**config.mk**
```make
export PLATFORM = sky130hd
export DESIGN_NAME = top_vga
export DESIGN_NICKNAME = d
export VERILOG_FILES = /design/src/source/mouse_pkg.sv /design/src/source/vga_pkg.sv /design/src/source/draw_background.sv /design/src/source/draw_mouse.sv /design/src/source/ps2_mouse_rx.sv /design/src/source/top_vga.sv /design/src/source/vga_timing.sv
export SDC_FILE = /design/constraint.sdc
export NUM_CORES = 1
export LEC_CHECK = 0
export ABC_AREA = 1
export BUFFER_PORTS_ARGS = -buffer_cell sky130_fd_sc_hd__buf_2
export CAP_MARGIN = 40
export CORE_MARGIN = 1.5
export CORE_UTILIZATION = 45
export CTS_BUF_LIST = sky130_fd_sc_hd__clkbuf_16
export DETAILED_ROUTE_END_ITERATION = 10
export SETUP_SLACK_MARGIN = 0.5
export SYNTH_ARGS = -nofsm -noshare
export SYNTH_HDL_FRONTEND = slang
export SYNTH_SLANG_ARGS = --single-unit
```
**constraint.sdc**
```tcl
create_clock -name clk -period 2.6 [get_ports clk]
set_clock_uncertainty 0.15 [all_clocks]
set_input_delay 0.39 -clock clk [delete_from_list [all_inputs] [get_ports clk]]
set_output_delay 0.39 -clock clk [all_outputs]
set_load 0.02 [all_outputs]
```
**src/source/mouse_pkg.sv**
```systemverilog
package mouse_pkg;

    // pointer state seen by the video side
    // position in pixels, origin top left
    typedef struct packed {
        logic [11:0] xpos;
        logic [11:0] ypos;
        logic        left;
    } mouse_state_t;

    // bit positions in the packet status byte
    // left button
    localparam int STAT_LEFT    = 0;
    // always set in a status byte, used to find packet start
    localparam int STAT_ALWAYS1 = 3;
    // ninth bit of dx
    localparam int STAT_XSIGN   = 4;
    // ninth bit of dy
    localparam int STAT_YSIGN   = 5;

    // packet is status, dx, dy
    // dx and dy are 9-bit two's complement with sign in status
    // positive dy means the mouse moved away from the user

endpackage

```
**src/source/vga_pkg.sv**
```systemverilog
package vga_pkg;

    // default 640x480 timing, horizontal in pixels
    localparam int H_ACTIVE = 640;
    localparam int H_FRONT  = 16;
    localparam int H_SYNC   = 96;
    localparam int H_BACK   = 48;

    // vertical in lines
    localparam int V_ACTIVE = 480;
    localparam int V_FRONT  = 10;
    localparam int V_SYNC   = 2;
    localparam int V_BACK   = 33;

    // 12-bit colours, 4 bits each of r g b
    localparam logic [11:0] COLOR_BORDER         = 12'hfff;
    localparam logic [11:0] COLOR_LEFT           = 12'h248;
    localparam logic [11:0] COLOR_RIGHT          = 12'h842;
    localparam logic [11:0] COLOR_CURSOR         = 12'hff0;
    localparam logic [11:0] COLOR_CURSOR_PRESSED = 12'hf00;

    // one pixel of video, passed stage to stage
    // 38 bits total
    typedef struct packed {
        logic [10:0] hcount;
        logic [10:0] vcount;
        logic        hsync;
        logic        hblnk;
        logic        vsync;
        logic        vblnk;
        logic [11:0] rgb;
    } vga_sig_t;

endpackage

```
**src/source/draw_background.sv**
```systemverilog
`timescale 1ns/10ps

module draw_background #(
    parameter int H_ACTIVE,
    parameter int V_ACTIVE
) (
    input  logic              clk,
    input  logic              rst,
    input  vga_pkg::vga_sig_t vga_in,
    output vga_pkg::vga_sig_t vga_out
);

    import vga_pkg::*;

    // last visible column and row, and the split between regions
    localparam logic [10:0] H_LAST = 11'(H_ACTIVE - 1);
    localparam logic [10:0] V_LAST = 11'(V_ACTIVE - 1);
    localparam logic [10:0] H_HALF = 11'(H_ACTIVE / 2);

    logic [11:0] rgb_nxt;

    // background colour for the incoming pixel
    always_comb begin
        if (vga_in.hblnk || vga_in.vblnk) begin
            // black during blanking
            rgb_nxt = '0;
        end else if (vga_in.hcount == '0 || vga_in.hcount == H_LAST ||
                     vga_in.vcount == '0 || vga_in.vcount == V_LAST) begin
            rgb_nxt = COLOR_BORDER;
        end else if (vga_in.hcount < H_HALF) begin
            rgb_nxt = COLOR_LEFT;
        end else begin
            rgb_nxt = COLOR_RIGHT;
        end
    end

    // one stage, timing fields delayed with the colour
    always_ff @(posedge clk) begin
        if (rst) begin
            vga_out <= '0;
        end else begin
            vga_out     <= vga_in;
            vga_out.rgb <= rgb_nxt;
        end
    end

endmodule

```
**src/source/draw_mouse.sv**
```systemverilog
`timescale 1ns/10ps

module draw_mouse #(
    parameter int H_ACTIVE,
    parameter int V_ACTIVE,
    parameter int CURSOR_SIZE
) (
    input  logic                    clk,
    input  logic                    rst,
    input  mouse_pkg::mouse_state_t mouse,
    input  vga_pkg::vga_sig_t       vga_in,
    output vga_pkg::vga_sig_t       vga_out
);

    import vga_pkg::*;
    import mouse_pkg::*;

    localparam logic [11:0] SIZE = 12'(CURSOR_SIZE);

    logic         vsync_last;
    // pointer held steady for the whole frame
    mouse_state_t frame_pos;
    logic [11:0]  dx;
    logic [11:0]  dy;
    logic         hit;

    // offsets from the cursor corner
    // negative offsets wrap high and fail the size test
    assign dx  = 12'(vga_in.hcount) - frame_pos.xpos;
    assign dy  = 12'(vga_in.vcount) - frame_pos.ypos;
    assign hit = !vga_in.hblnk && !vga_in.vblnk && (dx < SIZE) && (dy < SIZE);

    // latch pointer at vsync start
    always_ff @(posedge clk) begin
        if (rst) begin
            vsync_last     <= 1'b0;
            frame_pos.xpos <= 12'(H_ACTIVE / 2);
            frame_pos.ypos <= 12'(V_ACTIVE / 2);
            frame_pos.left <= 1'b0;
        end else begin
            vsync_last <= vga_in.vsync;
            if (vga_in.vsync && !vsync_last) begin
                frame_pos <= mouse;
            end
        end
    end

    // one stage, cursor painted over background
    always_ff @(posedge clk) begin
        if (rst) begin
            vga_out <= '0;
        end else begin
            vga_out <= vga_in;
            if (hit) begin
                vga_out.rgb <= frame_pos.left ? COLOR_CURSOR_PRESSED : COLOR_CURSOR;
            end
        end
    end

endmodule

```
**src/source/ps2_mouse_rx.sv**
```systemverilog
`timescale 1ns/10ps

module ps2_mouse_rx #(
    parameter int H_ACTIVE,
    parameter int V_ACTIVE
) (
    input  logic                    clk,
    input  logic                    rst,
    input  logic                    ps2_clk,
    input  logic                    ps2_data,
    output mouse_pkg::mouse_state_t mouse
);

    import mouse_pkg::*;

    // clamp limits, signed to catch moves past zero
    localparam logic signed [13:0] X_MAX = 14'(H_ACTIVE - 1);
    localparam logic signed [13:0] Y_MAX = 14'(V_ACTIVE - 1);

    logic               clk_meta;
    logic               clk_sync;
    logic               clk_last;
    logic               data_meta;
    logic               data_sync;
    logic               clk_fall;
    // start, data, parity as they arrive, lsb first
    logic [9:0]         shift;
    logic [3:0]         bit_cnt;
    logic [15:0]        idle_cnt;
    logic [10:0]        frame;
    logic [7:0]         rx_byte;
    logic               frame_ok;
    logic [1:0]         byte_idx;
    logic [7:0]         status;
    logic [7:0]         dx_byte;
    logic [7:0]         dy_byte;
    logic               pkt_done;
    logic signed [13:0] x_sum;
    logic signed [13:0] y_sum;

    // two-flop synchronisers, ps2 clock idles high
    always_ff @(posedge clk) begin
        if (rst) begin
            clk_meta <= 1'b1;
            clk_sync <= 1'b1;
            clk_last <= 1'b1;
        end else begin
            clk_meta <= ps2_clk;
            clk_sync <= clk_meta;
            clk_last <= clk_sync;
        end
    end

    always_ff @(posedge clk) begin
        data_meta <= ps2_data;
        data_sync <= data_meta;
    end

    assign clk_fall = clk_last && !clk_sync;

    // full frame once the stop bit is on the line
    assign frame    = {data_sync, shift};
    assign rx_byte  = frame[8:1];
    // start low, stop high, odd parity over data and parity bit
    assign frame_ok = !frame[0] && frame[10] && (^frame[9:1]);

    // bit and byte counting, idle timeout
    always_ff @(posedge clk) begin
        if (rst) begin
            bit_cnt  <= '0;
            idle_cnt <= '0;
            byte_idx <= '0;
            pkt_done <= 1'b0;
        end else begin
            pkt_done <= 1'b0;
            if (clk_fall) begin
                idle_cnt <= '0;
                if (bit_cnt == 4'd10) begin
                    bit_cnt <= '0;
                    if (!frame_ok) begin
                        // drop the partial packet
                        byte_idx <= '0;
                    end else begin
                        case (byte_idx)
                            // wait for a byte that can be a status byte
                            2'd0:    byte_idx <= rx_byte[STAT_ALWAYS1] ? 2'd1 : 2'd0;
                            2'd1:    byte_idx <= 2'd2;
                            default: begin
                                byte_idx <= '0;
                                pkt_done <= 1'b1;
                            end
                        endcase
                    end
                end else begin
                    bit_cnt <= bit_cnt + 1'b1;
                end
            end else if (&idle_cnt) begin
                // line went quiet mid frame or packet
                idle_cnt <= '0;
                bit_cnt  <= '0;
                byte_idx <= '0;
            end else begin
                idle_cnt <= idle_cnt + 1'b1;
            end
        end
    end

    // shift register and packet bytes
    always_ff @(posedge clk) begin
        if (clk_fall) begin
            shift <= {data_sync, shift[9:1]};
        end
        if (clk_fall && bit_cnt == 4'd10 && frame_ok) begin
            case (byte_idx)
                2'd0:    status  <= rx_byte;
                2'd1:    dx_byte <= rx_byte;
                default: dy_byte <= rx_byte;
            endcase
        end
    end

    // 9-bit deltas sign extended
    // screen y grows downward, so dy is subtracted
    always_comb begin
        x_sum = $signed({2'b00, mouse.xpos}) + 14'($signed({status[STAT_XSIGN], dx_byte}));
        y_sum = $signed({2'b00, mouse.ypos}) - 14'($signed({status[STAT_YSIGN], dy_byte}));
    end

    // pointer update on each packet, clamped to the screen
    always_ff @(posedge clk) begin
        if (rst) begin
            mouse.xpos <= 12'(H_ACTIVE / 2);
            mouse.ypos <= 12'(V_ACTIVE / 2);
            mouse.left <= 1'b0;
        end else if (pkt_done) begin
            if (x_sum < 0) begin
                mouse.xpos <= '0;
            end else if (x_sum > X_MAX) begin
                mouse.xpos <= 12'(X_MAX);
            end else begin
                mouse.xpos <= x_sum[11:0];
            end
            if (y_sum < 0) begin
                mouse.ypos <= '0;
            end else if (y_sum > Y_MAX) begin
                mouse.ypos <= 12'(Y_MAX);
            end else begin
                mouse.ypos <= y_sum[11:0];
            end
            mouse.left <= status[STAT_LEFT];
        end
    end

endmodule

```
**src/source/top_vga.sv**
```systemverilog
`timescale 1ns/10ps

module top_vga #(
    parameter int H_ACTIVE    = vga_pkg::H_ACTIVE,
    parameter int H_FRONT     = vga_pkg::H_FRONT,
    parameter int H_SYNC      = vga_pkg::H_SYNC,
    parameter int H_BACK      = vga_pkg::H_BACK,
    parameter int V_ACTIVE    = vga_pkg::V_ACTIVE,
    parameter int V_FRONT     = vga_pkg::V_FRONT,
    parameter int V_SYNC      = vga_pkg::V_SYNC,
    parameter int V_BACK      = vga_pkg::V_BACK,
    parameter int CURSOR_SIZE = 8
) (
    input  logic       clk,
    input  logic       rst,
    input  logic       ps2_clk,
    input  logic       ps2_data,
    output logic       vs,
    output logic       hs,
    output logic [3:0] r,
    output logic [3:0] g,
    output logic [3:0] b
);

    import vga_pkg::*;
    import mouse_pkg::*;

    // video path, one struct per stage
    vga_sig_t     tim_sig;
    vga_sig_t     bg_sig;
    vga_sig_t     out_sig;
    mouse_state_t mouse_st;

    assign vs        = out_sig.vsync;
    assign hs        = out_sig.hsync;
    assign {r, g, b} = out_sig.rgb;

    vga_timing #(
        .H_ACTIVE(H_ACTIVE), .H_FRONT(H_FRONT), .H_SYNC(H_SYNC), .H_BACK(H_BACK),
        .V_ACTIVE(V_ACTIVE), .V_FRONT(V_FRONT), .V_SYNC(V_SYNC), .V_BACK(V_BACK)
    ) u_vga_timing (
        .clk,
        .rst,
        .vga_out(tim_sig)
    );

    draw_background #(
        .H_ACTIVE(H_ACTIVE),
        .V_ACTIVE(V_ACTIVE)
    ) u_draw_background (
        .clk,
        .rst,
        .vga_in(tim_sig),
        .vga_out(bg_sig)
    );

    ps2_mouse_rx #(
        .H_ACTIVE(H_ACTIVE),
        .V_ACTIVE(V_ACTIVE)
    ) u_ps2_mouse_rx (
        .clk,
        .rst,
        .ps2_clk,
        .ps2_data,
        .mouse(mouse_st)
    );

    draw_mouse #(
        .H_ACTIVE(H_ACTIVE),
        .V_ACTIVE(V_ACTIVE),
        .CURSOR_SIZE(CURSOR_SIZE)
    ) u_draw_mouse (
        .clk,
        .rst,
        .mouse(mouse_st),
        .vga_in(bg_sig),
        .vga_out(out_sig)
    );

endmodule

```
**src/source/vga_timing.sv**
```systemverilog
`timescale 1ns/10ps

module vga_timing #(
    parameter int H_ACTIVE,
    parameter int H_FRONT,
    parameter int H_SYNC,
    parameter int H_BACK,
    parameter int V_ACTIVE,
    parameter int V_FRONT,
    parameter int V_SYNC,
    parameter int V_BACK
) (
    input  logic              clk,
    input  logic              rst,
    output vga_pkg::vga_sig_t vga_out
);

    // interval boundaries as counter values
    localparam logic [10:0] H_LAST       = 11'(H_ACTIVE + H_FRONT + H_SYNC + H_BACK - 1);
    localparam logic [10:0] H_BLNK_START = 11'(H_ACTIVE);
    localparam logic [10:0] H_SYNC_START = 11'(H_ACTIVE + H_FRONT);
    localparam logic [10:0] H_SYNC_END   = 11'(H_ACTIVE + H_FRONT + H_SYNC);
    localparam logic [10:0] V_LAST       = 11'(V_ACTIVE + V_FRONT + V_SYNC + V_BACK - 1);
    localparam logic [10:0] V_BLNK_START = 11'(V_ACTIVE);
    localparam logic [10:0] V_SYNC_START = 11'(V_ACTIVE + V_FRONT);
    localparam logic [10:0] V_SYNC_END   = 11'(V_ACTIVE + V_FRONT + V_SYNC);

    logic [10:0] hcnt;
    logic [10:0] vcnt;

    // free-running counters
    // vertical steps once per horizontal wrap
    always_ff @(posedge clk) begin
        if (rst) begin
            hcnt <= '0;
            vcnt <= '0;
        end else if (hcnt == H_LAST) begin
            hcnt <= '0;
            if (vcnt == V_LAST) begin
                vcnt <= '0;
            end else begin
                vcnt <= vcnt + 1'b1;
            end
        end else begin
            hcnt <= hcnt + 1'b1;
        end
    end

    // decode intervals, one cycle behind the counters
    // sync high between front and back porch
    always_ff @(posedge clk) begin
        if (rst) begin
            vga_out <= '0;
        end else begin
            vga_out.hcount <= hcnt;
            vga_out.vcount <= vcnt;
            vga_out.hblnk  <= (hcnt >= H_BLNK_START);
            vga_out.hsync  <= (hcnt >= H_SYNC_START) && (hcnt < H_SYNC_END);
            vga_out.vblnk  <= (vcnt >= V_BLNK_START);
            vga_out.vsync  <= (vcnt >= V_SYNC_START) && (vcnt < V_SYNC_END);
            // colour added downstream
            vga_out.rgb    <= '0;
        end
    end

endmodule
```
==> impl_metrics.env <==
export IMPL_status="complete, no violations"
export IMPL_gr_total_overflow=0
export IMPL_path_cells="buf_4 -> ha_1 -> o21bai_1 -> a21oi_4 -> inv_2 -> nand2_4 -> nand2_4 -> inv_2 -> nor2_2 -> nand3_1 -> nand2_1"
export IMPL_clock_sinks=195
export IMPL_htree_levels=4
export IMPL_yosysSeqAreaShare=0.4332
export IMPL_die_x_um=149.7
export IMPL_dp_hpwl_mm=15.29
export IMPL_wirelength_mm=22.51
export IMPL_die_area_um2=22400
export IMPL_cts_buffer_depth=2
export IMPL_yosys_area_share_simple=0.2726
export IMPL_synth_xor_xnor_area_share=0.03683
export IMPL_finalCritPeriodShare=0.9082
export IMPL_cts_inserted_buffers=17
export IMPL_gr_usage_all_layers=0.2023
export IMPL_die_h_um=149.7
export IMPL_synth_edf_count=29
export IMPL_yosysWarnings=0
export IMPL_core_area_um2=21090
export IMPL_cts_root_buffer="clkbuf_16"
export IMPL_hold_path_class="in -> reg"
export IMPL_drv_slew=0
export IMPL_routedWlPerCell_um=13.86
export IMPL_max_stage_delay_ns=0.54
export IMPL_worst_slack_ns=0.2388
export IMPL_ys_ff_latch=195
export IMPL_synth_area_top_cells="dfxtp_1 34%, nand2_1 10%, edfxtp_1 9.0%"
export IMPL_finalCriticalPeriod_ns=2.361
export IMPL_power_frac_seq=0.510
export IMPL_clock_latency_ns=0.45
export IMPL_p_leak_nw=5.246
export IMPL_slew_headroom=0.5642
export IMPL_drt_iter0_markers=416
export IMPL_rsz0062_at_grt="yes"
export IMPL_final_core_util=0.5775
export IMPL_synthArstFlopShare=0
export IMPL_firstDrtPassIters=6
export IMPL_place_area_um2=10080
export IMPL_viasPerCell=4.931
export IMPL_holdWs_ns=0.08807
export IMPL_n_antenna_cell=0
export IMPL_crit_path_max_fanout=5
export IMPL_synth_adder_area_share=0.07134
export IMPL_syn2layout_area_growth_pct=25.78
export IMPL_timing_fmax_mhz=423.5
export IMPL_internal_power_mw=4.506
export IMPL_antenna_found_initial=0
export IMPL_setup_violations_final=0
export IMPL_regArea_um2=4214
export IMPL_crit_path_start_kind="flip-flop"
export IMPL_switchingPower_mw=1.567
export IMPL_num_vias=8008
export IMPL_finalSetupTns_ns=0
export IMPL_synth_area_per_cell_um2=7.702
export IMPL_synth_top_cells_by_count="262 x nand2_1, 215 x inv_1, 166 x dfxtp_1"
export IMPL_ys_types=53
export IMPL_fin_area_um2=12180
export IMPL_fin_nets=1394
export IMPL_place_ws_ns=0.08650
export IMPL_start_util=0.4591
export IMPL_gp_congestion=0.8522
export IMPL_synth_nets=1315
export IMPL_postSynthCellCount=1257
export IMPL_ir_drop_uv=456.4
export IMPL_synth_top_area_share=0.3432
export IMPL_grt_pass1_vias=7465
export IMPL_path_class="reg -> reg"
export IMPL_cap_violations=0
export IMPL_pwr_density_cell_nw_per_um2=498.7
export IMPL_synth_compound_area_frac=0.08762
export IMPL_worstPathRequired_ns=2.79
export IMPL_worst_pin_slew_ns=0.6529
export IMPL_synth_mux_area_frac=0
export IMPL_critPathCaptureType="flip-flop"
export IMPL_synth_top_family_by_area="simple AND/OR/NAND/NOR gates"
export IMPL_power_frac_comb=0.033
export IMPL_ys_flop_type="dfxtp_1"
export IMPL_clkSlewWorstSetupHoldPaths_ns=0.08
export IMPL_crit_family="flip-flops"
export IMPL_synth_top_area_cell="dfxtp_1"
export IMPL_switching_share=0.2580
export IMPL_hold_viol=0
export IMPL_crit_path_top_delay_cell="edfxtp_1"
export IMPL_yosysMostFrequentCell="nand2_1"
export IMPL_p_clk_frac=0.457
export IMPL_portBuffers=17
export IMPL_grt_max_degree=46
export IMPL_layout_drive_gt1_share=0.2698
export IMPL_row_count=53
export IMPL_ios=18
export IMPL_critPathArrivalTime_ns=2.56
export IMPL_drc=0
export IMPL_multiInputGateArea_um2=5605
export IMPL_cp_buffers_inverters=3
export IMPL_cts_tree="yes"
export IMPL_fill_cells=1871
export IMPL_syn_area_um2=9682
export IMPL_grt_pass1_wl_mm=35.66
export IMPL_ant_nets=0
worst register-to-register path: cells and delay by family, from the launching register on:
| family | cells | cell delay, ns |
|---|---|---|
| buf+inv | 3 | 0.36 |
| flops | 1 | 0.54 |
| compound gates | 2 | 0.42 |
| fa+ha+maj | 1 | 0.49 |
| simple gates | 5 | 0.30 |
cell families after synthesis:
| logic type | count (synthesis) |
|---|---|
| xor gates and xnor gates | 36 |
| DFF | 195 |
| adders and majority gates | 54 |
| and+or+nand+nor | 580 |
| AOI/OAI and AO/OA | 145 |
| buffers and inverters | 247 |
what timing repair did:
item                       in CTS  in global routing
gates resized for setup        97                127
cloned                          4                  2
setup buffers                  36                 16
setup endpoints to repair      57                 83
pin swaps                      48                 64
hold buffers                    2                  0
hold endpoints to repair        2                  0
placed cells by master (no fill, tap or decap), types with 29 or more instances in the layout:
| cell | synthesis | routed |
|---|---|---|
| inv_2 | 9 | 34 |
| nand2_2 | 17 | 49 |
| nand2_1 | 262 | 214 |
| nand4_1 | 31 | 31 |
| nor2_1 | 141 | 124 |
| dfxtp_1 | 166 | 150 |
| edfxtp_1 | 29 | 29 |
| ha_4 | 0 | 32 |
| buf_4 | 5 | 57 |
| o21ai_0 | 35 | 33 |
| inv_1 | 215 | 189 |
| nand3_1 | 57 | 48 |
| a21oi_1 | 67 | 54 |
flip-flops by register name (all words and copies together), names as in the netlist, 2 cells and up:
name                       count
u_ps2_mouse_rx.dy_byte         8
u_ps2_mouse_rx.byte_idx        2
u_vga_timing.vcnt             11
u_draw_mouse.vga_out          10
u_ps2_mouse_rx.status          3
u_ps2_mouse_rx.dx_byte         8
u_ps2_mouse_rx.mouse          25
u_ps2_mouse_rx.shift          10
u_vga_timing.vga_out          26
u_ps2_mouse_rx.idle_cnt       16
u_draw_mouse.frame_pos        25
u_vga_timing.hcnt             11
u_draw_background.vga_out     30
u_ps2_mouse_rx.bit_cnt         4
path summary, 6_finish.rpt:
kind / from / end / slack (ns) / cells past startpoint
max: u_ps2_mouse_rx.status[4] / u_ps2_mouse_rx.mouse[20] / 0.24 / 11
min: rst / u_vga_timing.vcnt[7] / 0.09 / 2
max reg2reg: u_ps2_mouse_rx.status[4] / u_ps2_mouse_rx.mouse[20] / 0.24 / 11
min reg2reg: u_ps2_mouse_rx.data_meta / u_ps2_mouse_rx.data_sync / 0.18 / 0
routing by layer:
metal  GRT usage  vias up  wire, um
met5           0        -         0
met4     0.06078        0       366
met3     0.03598       28       720
met2      0.3359      135     10980
met1      0.2681     3676     10440
li1            -     4169         -
metrics by stage:
stage / std cells / power, mW
2_1_floorplan: 1257 / 3.283
3_3_place_gp: 1531 / 3.324
3_5_place_dp: 1532 / 3.326
4_1_cts: 1606 / 6.132
5_1_grt: 1624 / 6.284
6_report: 1624 / 6.073
power by group through the flow:
stage | registers (mW) | logic (mW) | clock network, mW
detailed placement | 3.17 | 0.156 | 0
global placement | 3.17 | 0.154 | 0
finish | 3.10 | 0.198 | 2.78
CTS | 3.10 | 0.184 | 2.85
global route | 3.10 | 0.223 | 2.96
floorplan | 3.17 | 0.109 | 0
cell type report:
cell class | instances | area share
Timing Repair Buffer | 76 | 0.04377
Inverter | 225 | 0.06976
Clock inverter | 15 | 0.01695
Sequential cell | 195 | 0.3460
Multi-Input combinational cell | 821 | 0.4603
Tap cell | 275 | 0.02825
Clock buffer | 17 | 0.03493
(Power assumes the default switching activity.)
